<file path="src/div_pkg.sv">
// Integer divide unit definitions

package div_pkg;

	// ========================================
	// Widths and sizes
	// ========================================

	// Operand and result width
	localparam int DATA_W = 32;

	// Immediate divisor field, sign-extended to DATA_W
	localparam int IMM_W = 16;

	// Destination tag carried through to writeback
	localparam int TAG_W = 4;

	// Queue entries, equal to the credits upstream starts with
	localparam int OPQ_DEPTH = 4;
	localparam int OPQ_PTR_W = $clog2(OPQ_DEPTH);
	localparam int OPQ_CNT_W = $clog2(OPQ_DEPTH + 1);

	// Divider step counter, one step per quotient bit
	localparam int CNT_W = 6;
	localparam logic [CNT_W-1:0] STEP_LAST = CNT_W'(DATA_W - 1);

	// ========================================
	// Enumerations
	// ========================================

	// Signed forms first, each followed by its unsigned twin
	typedef enum logic [1:0] {
		DOP_DIV  = 2'd0,
		DOP_DIVU = 2'd1,
		DOP_REM  = 2'd2,
		DOP_REMU = 2'd3
	} div_op_e;

	typedef enum logic [1:0] {
		CAUSE_NONE = 2'd0,
		CAUSE_DBZ  = 2'd1
	} cause_e;

	typedef enum logic [1:0] {
		CS_IDLE = 2'd0,
		CS_RUN  = 2'd1,
		CS_DONE = 2'd2
	} core_state_e;

	// ========================================
	// Micro-op and result
	// ========================================

	typedef struct packed {
		logic             valid;
		div_op_e          op;
		logic             use_imm;
		logic [TAG_W-1:0] tag;
		logic [DATA_W-1:0] a;
		logic [DATA_W-1:0] b;
		logic [IMM_W-1:0] imm;
	} div_uop_t;

	typedef struct packed {
		logic              valid;
		logic [TAG_W-1:0]  tag;
		logic [DATA_W-1:0] value;
		cause_e            cause;
	} div_result_t;

endpackage

</file>
<file path="src/div_core.sv">
// Restoring divider core

`timescale 1ns/1ps

module div_core (
	input  logic                       clk,
	input  logic                       rst,
	input  logic                       ld,
	input  logic                       sgn,
	input  logic [div_pkg::DATA_W-1:0] dividend,
	input  logic [div_pkg::DATA_W-1:0] divisor,
	output logic [div_pkg::DATA_W-1:0] quo,
	output logic [div_pkg::DATA_W-1:0] rem,
	output logic                       dbz,
	output logic                       done
);

	div_pkg::core_state_e state;
	logic [div_pkg::CNT_W-1:0] cnt;

	// Dividend shifts out of the top while quotient bits shift in at the bottom
	logic [div_pkg::DATA_W-1:0] q_reg;
	// Partial remainder
	logic [div_pkg::DATA_W-1:0] p_reg;
	// Divisor magnitude
	logic [div_pkg::DATA_W-1:0] d_reg;
	// Sign fix flags and zero divisor flag for the op in flight
	logic neg_q;
	logic neg_r;
	logic dbz_q;

	logic a_neg;
	logic b_neg;
	logic div_zero;
	logic [div_pkg::DATA_W-1:0] a_mag;
	logic [div_pkg::DATA_W-1:0] b_mag;
	logic [div_pkg::DATA_W:0] shifted;
	logic [div_pkg::DATA_W:0] diff;
	logic step_ok;

	// ========================================
	// Operand magnitudes
	// ========================================

	// Only signed ops treat the top bit as a sign
	assign a_neg = sgn & dividend[div_pkg::DATA_W-1];
	assign b_neg = sgn & divisor[div_pkg::DATA_W-1];
	assign a_mag = a_neg ? -dividend : dividend;
	assign b_mag = b_neg ? -divisor : divisor;
	assign div_zero = (divisor == '0);

	// One restoring step shifts in the next dividend bit and tries the subtract
	assign shifted = {p_reg, q_reg[div_pkg::DATA_W-1]};
	assign diff = shifted - {1'b0, d_reg};
	// A borrow out of the top bit means the divisor did not fit
	assign step_ok = ~diff[div_pkg::DATA_W];

	// ========================================
	// Control FSM
	// ========================================

	always_ff @(posedge clk)
	begin
		if (rst)
		begin
			state <= div_pkg::CS_IDLE;
			cnt <= '0;
		end
		else
		begin
			case (state)
				div_pkg::CS_IDLE:
				begin
					cnt <= '0;
					// A zero divisor has its answer ready straight away
					if (ld)
						state <= div_zero ? div_pkg::CS_DONE : div_pkg::CS_RUN;
				end
				div_pkg::CS_RUN:
				begin
					cnt <= cnt + 1'b1;
					if (cnt == div_pkg::STEP_LAST)
						state <= div_pkg::CS_DONE;
				end
				div_pkg::CS_DONE:
					state <= div_pkg::CS_IDLE;
				default:
					state <= div_pkg::CS_IDLE;
			endcase
		end
	end

	// ========================================
	// Data path
	// ========================================

	always_ff @(posedge clk)
	begin
		if (state == div_pkg::CS_IDLE && ld)
		begin
			d_reg <= b_mag;
			dbz_q <= div_zero;
			if (div_zero)
			begin
				// Quotient all ones and the dividend passed through untouched
				q_reg <= '1;
				p_reg <= dividend;
				neg_q <= 1'b0;
				neg_r <= 1'b0;
			end
			else
			begin
				q_reg <= a_mag;
				p_reg <= '0;
				neg_q <= a_neg ^ b_neg;
				neg_r <= a_neg;
			end
		end
		else if (state == div_pkg::CS_RUN)
		begin
			q_reg <= {q_reg[div_pkg::DATA_W-2:0], step_ok};
			p_reg <= step_ok ? diff[div_pkg::DATA_W-1:0] : shifted[div_pkg::DATA_W-1:0];
		end
	end

	// The quotient is negative on differing signs and the remainder follows the dividend
	// The most negative value over minus one wraps back to itself here
	assign quo = neg_q ? -q_reg : q_reg;
	assign rem = neg_r ? -p_reg : p_reg;
	assign dbz = dbz_q;
	assign done = (state == div_pkg::CS_DONE);

	// The unit holds off new loads until the current divide has finished
	ld_idle_a: assert property (@(posedge clk) disable iff (rst)
		ld |-> state == div_pkg::CS_IDLE);

	// A nonzero divisor answers DATA_W+1 cycles after the load and done then lasts one cycle
	done_pulse_a: assert property (@(posedge clk) disable iff (rst)
		ld && !div_zero |-> ##(div_pkg::DATA_W + 1) done ##1 !done);

endmodule

</file>
<file path="src/div_unit.sv">
// Divide execution unit

`timescale 1ns/1ps

module div_unit (
	input  logic                 clk,
	input  logic                 rst,
	input  div_pkg::div_uop_t    uop,
	output logic                 busy,
	output div_pkg::div_result_t result
);

	logic sgn;
	logic [div_pkg::DATA_W-1:0] imm_ext;
	logic [div_pkg::DATA_W-1:0] divisor;
	logic [div_pkg::DATA_W-1:0] quo;
	logic [div_pkg::DATA_W-1:0] rem;
	logic dbz;
	logic done;

	// Tag and op of the micro-op in the divider
	logic [div_pkg::TAG_W-1:0] tag_q;
	div_pkg::div_op_e op_q;
	logic want_rem;
	div_pkg::div_result_t result_q;

	// ========================================
	// Decode and divisor select
	// ========================================

	// Signed forms interpret both operands as two's complement
	assign sgn = (uop.op == div_pkg::DOP_DIV) || (uop.op == div_pkg::DOP_REM);

	// The immediate is sign-extended regardless of the op's signedness
	assign imm_ext = {{(div_pkg::DATA_W - div_pkg::IMM_W){uop.imm[div_pkg::IMM_W-1]}}, uop.imm};
	assign divisor = uop.use_imm ? imm_ext : uop.b;

	// The queue only presents a micro-op while the unit is free, so it loads the core directly
	div_core div_core_inst (
		.clk      (clk),
		.rst      (rst),
		.ld       (uop.valid),
		.sgn      (sgn),
		.dividend (uop.a),
		.divisor  (divisor),
		.quo      (quo),
		.rem      (rem),
		.dbz      (dbz),
		.done     (done)
	);

	// Busy from the pop edge until the result goes out
	always_ff @(posedge clk)
	begin
		if (rst)
			busy <= 1'b0;
		else if (uop.valid)
			busy <= 1'b1;
		else if (done)
			busy <= 1'b0;
	end

	always_ff @(posedge clk)
	begin
		if (uop.valid)
		begin
			tag_q <= uop.tag;
			op_q <= uop.op;
		end
	end

	// ========================================
	// Result select and register
	// ========================================

	assign want_rem = (op_q == div_pkg::DOP_REM) || (op_q == div_pkg::DOP_REMU);

	always_ff @(posedge clk)
	begin
		if (rst)
			result_q.valid <= 1'b0;
		else
			result_q.valid <= done;
		if (done)
		begin
			result_q.tag <= tag_q;
			result_q.value <= want_rem ? rem : quo;
			result_q.cause <= dbz ? div_pkg::CAUSE_DBZ : div_pkg::CAUSE_NONE;
		end
	end

	assign result = result_q;

	// The queue must hold its head back while a divide is in flight
	accept_idle_a: assert property (@(posedge clk) disable iff (rst)
		uop.valid |-> !busy);

endmodule

</file>
<file path="src/div_opq.sv">
// Divide operand queue

`timescale 1ns/1ps

module div_opq (
	input  logic              clk,
	input  logic              rst,
	input  div_pkg::div_uop_t uop_in,
	input  logic              busy,
	output div_pkg::div_uop_t uop,
	output logic              credit_ret
);

	div_pkg::div_uop_t mem [div_pkg::OPQ_DEPTH];
	logic [div_pkg::OPQ_PTR_W-1:0] wr_ptr;
	logic [div_pkg::OPQ_PTR_W-1:0] rd_ptr;
	logic [div_pkg::OPQ_CNT_W-1:0] count;
	logic push;
	logic pop;

	// Upstream only drives valid while it holds a credit
	assign push = uop_in.valid;
	// Head leaves only when something is waiting and the unit is free
	assign pop = (count != '0) && !busy;

	// Entry storage
	always_ff @(posedge clk)
	begin
		if (push)
			mem[wr_ptr] <= uop_in;
	end

	// ========================================
	// Pointers and occupancy
	// ========================================

	always_ff @(posedge clk)
	begin
		if (rst)
		begin
			wr_ptr <= '0;
			rd_ptr <= '0;
			count <= '0;
		end
		else
		begin
			// Pointers wrap naturally over the power of two depth
			if (push)
				wr_ptr <= wr_ptr + 1'b1;
			if (pop)
				rd_ptr <= rd_ptr + 1'b1;
			case ({push, pop})
				2'b10: count <= count + 1'b1;
				2'b01: count <= count - 1'b1;
				default: count <= count;
			endcase
		end
	end

	// Head is presented with valid replaced by the pop condition
	always_comb
	begin
		uop = mem[rd_ptr];
		uop.valid = pop;
	end

	// Each departure hands one credit back upstream
	assign credit_ret = pop;

	no_overflow_a: assert property (@(posedge clk) disable iff (rst)
		push |-> count < div_pkg::OPQ_DEPTH);

endmodule

</file>
<file path="src/div_top.sv">
// Divide unit top level

`timescale 1ns/1ps

module div_top (
	input  logic                 clk,
	input  logic                 rst,
	input  div_pkg::div_uop_t    uop_in,
	output logic                 credit_ret,
	output div_pkg::div_result_t result
);

	// Head of queue to the unit
	div_pkg::div_uop_t uop;
	// Unit occupied, holds the queue head back
	logic busy;

	// ========================================
	// Operand queue
	// ========================================

	div_opq div_opq_inst (
		.clk        (clk),
		.rst        (rst),
		.uop_in     (uop_in),
		.busy       (busy),
		.uop        (uop),
		.credit_ret (credit_ret)
	);

	// ========================================
	// Divide unit
	// ========================================

	// One divide in flight at a time keeps results in issue order
	div_unit div_unit_inst (
		.clk    (clk),
		.rst    (rst),
		.uop    (uop),
		.busy   (busy),
		.result (result)
	);

endmodule

</file>
<file path="config.mk">
export PLATFORM = sky130hd
export DESIGN_NAME = div_top
export DESIGN_NICKNAME = d
export VERILOG_FILES = /design/src/div_pkg.sv /design/src/div_core.sv /design/src/div_unit.sv /design/src/div_opq.sv /design/src/div_top.sv
export SDC_FILE = /design/constraint.sdc
export NUM_CORES = 1
export LEC_CHECK = 0
export BUFFER_PORTS_ARGS = -buffer_cell sky130_fd_sc_hd__buf_4
export CORE_MARGIN = 2
export CORE_UTILIZATION = 55
export DETAILED_ROUTE_END_ITERATION = 7
export HOLD_SLACK_MARGIN = 0.08
export PLACE_DENSITY_LB_ADDON = 0.15
export SLEW_MARGIN = 5
export SYNTH_ARGS = -nofsm -noshare
export SYNTH_HDL_FRONTEND = slang
export SYNTH_HIERARCHICAL = 1
export SYNTH_SLANG_ARGS = --single-unit
</file>
<file path="constraint.sdc">
create_clock -name clk -period 6.9 [get_ports clk]
set_input_delay 1.035 -clock clk [delete_from_list [all_inputs] [get_ports clk]]
set_output_delay 1.035 -clock clk [all_outputs]
set_load 0.05 [all_outputs]
</file>
After elaboration in Yosys (flattened, before gate mapping). Memories as Yosys holds them, arrays and structs flattened. A register that Yosys moved wholly into a read port is not among the register bits. Index checks and enable logic that the tools add are counted.

Add/subtract/negate cells: 10. Eq/ne operators: 10. Multiplexer cells: 26. Bitwise gates (word level): 4. Reductions and logical operators: 14.

Operators by type and width (count): $mux 32 (13); $neg 32->32 (4); $sub 33x32->33 (1); $logic_not 32->1 (1); $pmux 6 s2 (1); $eq 2x2->1 const B (5); $mux 2 (5); $reduce_bool 2->1 (4); $add 6x1->6 const B (1); $eq 6x5->1 const B (1); $pmux 3 s2 (1); $mux 1 (5); $add 2x1->2 const B (2); $eq 2x1->1 const B (2); $logic_not 2->1 (2); $ne 2x2->1 const B (2); $pmux 2 s2 (1); $add 3x1->3 const B (1); $reduce_bool 3->1 (1); $sub 3x1->3 const B (1); $and 1x1->1 (2); $logic_and 1x1->1 (2); $logic_or 1x1->1 (2); $reduce_and 2->1 (1); other kinds (3) (3).

Register bits after elaboration: 160. Bits in writable memories: 352. Input port bits: 90. Output and inout port bits: 40. Logic and storage cells: 83. Memories kept: 1.

Memory list: div_opq_inst.mem (words 4, bits a word 88, rd ports 1, clocked after Yosys merged registers in 1, wr ports 1, line div_opq.sv:14) `div_pkg::div_uop_t mem [div_pkg::OPQ_DEPTH];`.

Longest topological paths before layout.
Word-level depth: 6. Gate-level depth with buffers: 18. Depth with buffers taken out: 13.

Hierarchy. The synthesis kept the hierarchy.

Modules (own cells, without submodules): div_opq (times used 1, cells an instance 505, area each 13011.2 µm², sequential area each 10630.2 µm²); div_core (times used 1, cells an instance 965, area each 8824.7 µm², sequential area each 3133.0 µm²); div_unit (times used 1, cells an instance 142, area each 2301.0 µm², sequential area each 1301.2 µm²).

Worst setup path before layout. Ideal clock, no wire load.

Kind: reg2reg. Start: reg div_opq_inst/count[0] (netlist bit). End: reg div_unit_inst/div_core_inst/p_reg[0] (netlist bit), enable pin. Setup time: 0.487 ns. Data arrival time: 4.171 ns. Required time: 6.413 ns. Setup slack: 2.243 ns. Stages on the path, launching flop included: 6. Path buffers: 1. Period minus slack after synthesis: 4.657 ns. Cells stage by stage: dfxtp_1 -> nor3_1 -> nor2_1 -> buf_4 -> nor2_1 -> nor2_1.

Word-level cells in the longest chain between the ends: 4.

Ends and longest elaborated chain: start, declared (line div_opq.sv:17) `logic [div_pkg::OPQ_CNT_W-1:0] count;`; start signal, assigned (line div_opq.sv:53) `2'b10: count <= count + 1'b1;`; start signal, assigned (line div_opq.sv:54) `2'b01: count <= count - 1'b1;`; start signal, assigned (line div_opq.sv:55) `default: count <= count;`; $reduce_bool 3->1 (line div_opq.sv:24) `assign pop = (count != '0) && !busy;`; $logic_and 1x1->1 (line div_opq.sv:24); via credit_ret (line div_top.sv:9) `output logic credit_ret,`; $logic_and 1x1->1 (line div_core.sv:99) `if (state == div_pkg::CS_IDLE && ld)`; $reduce_bool 2->1 (no source line); end signal, assigned (line div_core.sv:107) `p_reg <= dividend;`; end signal, assigned (line div_core.sv:122) `p_reg <= step_ok ? diff[div_pkg::DATA_W-1:0] : shifted[div_pkg::DATA_W-1:0];`; end, declared (line div_core.sv:24) `logic [div_pkg::DATA_W-1:0] p_reg;`.

The timed path passes the listed nets, and every way through them passes these cells. A chain may end at the register's enable or synchronous reset.

==> flow_summary.rst <==
.. list-table::
   :header-rows: 1

   * - Metric
     - Value
   * - Number of instances in the synthesized netlist
     - between 1,500 and 2,000
   * - Setup Fix Bufs, Post-CTS
     - 0
   * - YS warnings
     - 6
   * - Remaining global-route overflow
     - 0
   * - Data arrival time at the worst-slack endpoint
     - between 5 and 6 ns
   * - Sequential fraction of the synthesis area
     - between 60% and 70%
   * - Final number of max-transition violations
     - 0
   * - Die Footprint
     - 45,600 sq um
   * - Num Clock Sinks
     - around 510
   * - Number of flops mapped to enable cells by yosys
     - roughly 490
   * - Row count
     - 76
   * - Post-Syn Nets
     - between 1,500 and 2,000
   * - Crit share post-route
     - between 70 and 80%
   * - Non-filler cells, final
     - 2,368
   * - Terminating pin of the worst hold path
     - div_unit_inst/result[35]
   * - Number of antenna-violating nets in the routed design
     - 0
   * - First DRT Iteration DRCs
     - between 900 and 1,000
   * - CTS max path bufs
     - 3
   * - Filler cell count
     - about 3,300
   * - Placed cell count
     - roughly 2,300
   * - Cell Pwr Density
     - 510 nW/um^2
   * - Synthesized area per cell
     - around 15 sq um
   * - Skew final
     - ~0.029 ns
   * - Type of element launching the critical path
     - flip-flop
   * - Setup tns final
     - 0 ns
   * - Die height
     - 213 microns
   * - Prevailing post-synth register cell
     - sky130_fd_sc_hd__edfxtp_1
   * - Hold violation total from the final report
     - 0
   * - Post-CTS Hold Fix Bufs
     - 0
   * - Finished Cell Area
     - around 27,000 sq um
   * - DR vias
     - between 10,000 and 15,000
   * - Post-synthesis cell type count
     - 79
   * - Synth Register Bits
     - a little over 500
   * - Critical path data required time
     - approximately 7.3 ns
   * - IO Count
     - 130
   * - Share of final-layout standard cells stronger than drive strength 1
     - a little over a fifth
   * - Max FO, Critical Path
     - 40
   * - Total power
     - ~0.014 W
   * - Area Growth Syn to Fin
     - 12.9%
   * - Relative slew slack
     - roughly 16%
   * - Global-route wire length before repair
     - a little under 80,000 microns
   * - Count of buffering cells on the critical path with inverters included
     - 1
   * - Leakage component of the power
     - 9.53 nW
   * - R2r worst-path depth
     - 12
   * - Sum of routed wire length over all layers
     - 50,900 microns
   * - CP delay by family, top
     - simple AND/OR/NAND/NOR gates
   * - Antenna violations before repair
     - 0
   * - Cell-by-cell trace of the critical path
     - mux4_2, mux2_4, nor4_1, nand3b_1, and2b_1, and2_4, nand3b_2, or4_1, buf_4, nor2_8, nand2_1, o21ai_1
   * - Most frequent standard cell in the layout excluding fill and tap cells
     - sky130_fd_sc_hd__edfxtp_1
   * - Clock transition at the registers of the reported paths
     - roughly 0.06 ns
   * - # resized after CTS
     - 0
   * - DRC violations left
     - 0
   * - Clock buffer count from CTS
     - 52
   * - Final HPWL DP
     - between 30,000 and 40,000 microns
   * - WS Path Type
     - reg2reg
   * - Maximum ir drop on the vdd rail
     - approximately 0.31 mV
   * - Worst Tran Pin Value
     - roughly 1.3 ns
   * - R2R setup slack
     - 1.75 ns
   * - Final count of negative-setup-slack endpoints
     - 0
   * - Maximum clock frequency
     - ~0.19 GHz
   * - Outcome
     - complete, no violations
   * - Global placer's final weighted congestion
     - approximately 0.88
   * - Largest stage delay on the critical path
     - 0.95 ns
   * - Placed Instance Area
     - 25,500 sq um
   * - IO buf count
     - approximately 130
   * - Register name with the most flops
     - div_opq_inst/mem
   * - Launch point of the worst hold path
     - div_unit_inst/tag_q[1]
   * - Number of maximum-capacitance violations
     - 0
   * - Htree depth
     - 2
   * - Die width
     - approximately 210 microns
   * - Starting utilization of the core area
     - a little under three fifths
   * - End of the worst register-to-register path
     - div_unit_inst/div_core_inst/p_reg[26]
   * - Via count of the first global-routing pass
     - approximately 14,000
   * - Clock tree from TritonCTS
     - done
   * - Later-pin clock latency in the skew report
     - approximately 0.60 ns
   * - Via density
     - approximately 5.9
   * - Maximum number of pins on one net before global-route repair
     - 67
   * - Hold Path Class
     - reg2reg
   * - Post-Syn Area
     - between 20,000 and 25,000 sq um
   * - Unrepaired setup endpoints after global routing
     - no
   * - Number of detailed-routing iterations run before antenna repair
     - 5
   * - Fin nets
     - between 1,500 and 2,000
   * - Max FFs per register
     - ~350
   * - Average wire per standard cell
     - 21.5 microns
   * - Crit path capture type
     - flip-flop
   * - Worst hold path stage count
     - 0
   * - Critical Path Slowest Stage Cell
     - sky130_fd_sc_hd__mux4_2
   * - GRT Overall Usage
     - 22.8%
   * - Post-route minimum period
     - between 5 and 6 ns
   * - Root buffer cell
     - sky130_fd_sc_hd__clkbuf_16
   * - Proportion of synthesized flip-flops having asynchronous set or reset
     - 0%
   * - Core ar.
     - 43,200 sq um
   * - Commonest cells after routing, fill and taps aside
     - sky130_fd_sc_hd__edfxtp_1 (489), sky130_fd_sc_hd__buf_4 (143), sky130_fd_sc_hd__xnor2_1 (102), sky130_fd_sc_hd__mux4_2 (87), sky130_fd_sc_hd__o21ai_0 (86)
report_power, final:
part / total, W / switching [W] / internal [W] / leakage (nW)
combinational: 0.00614 / 0.00341 / 0.00273 / 4.01
clock: 0.00287 / 0.00117 / 0.00170 / 0.832
sequential: 0.00488 / 0.000535 / 0.00435 / 4.68
total: 0.0139 / 0.00511 / 0.00878 / 9.53
logic make-up after synthesis:
family	count (synthesis)	synth area share, %
AOI/OAI and AO/OA	312	8.26
xor gates and xnor gates	149	5.48
adders and majority gates	44	2.34
buffers and inverters	153	3.27
DFF	508	62.4
muxes	166	12.3
other	1	0.0155
and+or+nand+nor	279	5.89
how the worst max path moves through the flow:
stage	slack (ns)	to	from	cells after the start
after floorplan	2.24	div_unit_inst/div_core_inst/p_reg[0]	div_opq_inst/count[0]	5
after global placement	1.90	div_unit_inst/div_core_inst/p_reg[13]	flip-flop	12
after detailed placement	1.75	div_unit_inst/div_core_inst/p_reg[22]	flip-flop	12
after CTS	1.70	div_unit_inst/div_core_inst/p_reg[22]	flip-flop	12
after global routing	1.32	div_unit_inst/div_core_inst/p_reg[22]	flip-flop	12
final	1.75	div_unit_inst/div_core_inst/p_reg[26]	flip-flop	12
stage by stage:
step                      hold slack [ns]  worst slack (ns)  util [%]
after floorplan                     0.400              2.24         -
after global placement              0.407              1.90      59.1
after detailed placement            0.412              1.75      59.1
after CTS                           0.421              1.70      63.1
after global routing                0.429              1.32      63.1
final                               0.417              1.75      63.1
synth_stat cells (all sizes together) (4+ instances only):
cell / count / area share [%]
nor2b: 6 / 0.16
edfxtp: 489 / 61
nand3: 20 / 0.41
o31ai: 28 / 0.87
a21oi: 76 / 1.6
or4: 11 / 0.37
o21bai: 4 / 0.12
mux4: 87 / 8.1
inv: 82 / 1.3
xnor2: 103 / 3.8
o21ai: 92 / 1.9
a31oi: 20 / 0.52
ha: 42 / 2.2
and2: 11 / 0.30
a21o: 18 / 0.56
o2111ai: 5 / 0.18
nand2b: 17 / 0.44
o41ai: 21 / 0.79
dfxtp: 19 / 1.6
nand3b: 6 / 0.20
nor4: 14 / 0.41
nor2: 64 / 1.1
nor3: 18 / 0.42
mux2i: 30 / 1.2
mux2: 49 / 3.0
xor2: 46 / 1.7
o211ai: 7 / 0.22
clkbuf: 34 / 0.53
or3: 12 / 0.31
nand4: 6 / 0.16
o21a: 6 / 0.19
buf: 37 / 1.5
nand2: 84 / 1.3
o22a: 16 / 0.58
cell type report:
cell class              instances  area, sq um  area share (%)
diodes                          1         2.50         0.00918
clock buffers                  65         1390            5.11
clock inverters                33          368            1.35
inverters                      82          312            1.14
multi-input cells             951         8310            30.5
flip-flops and latches        508        15100            55.3
well taps                     585          732            2.69
repair buffers                143         1070            3.94
per-layer routing:
| metal | up-vias | global-route usage (%) | part of all wire [%] |
|---|---|---|---|
| met3 | 82 | 3.18 | 4.6 |
| met2 | 338 | 38.9 | 51 |
| met4 | 0 | 6.92 | 2.3 |
| met5 | - | 0 | 0 |
| met1 | 7002 | 30.7 | 43 |
| li1 | 6497 | - | - |
(Power assumes the default switching activity.)
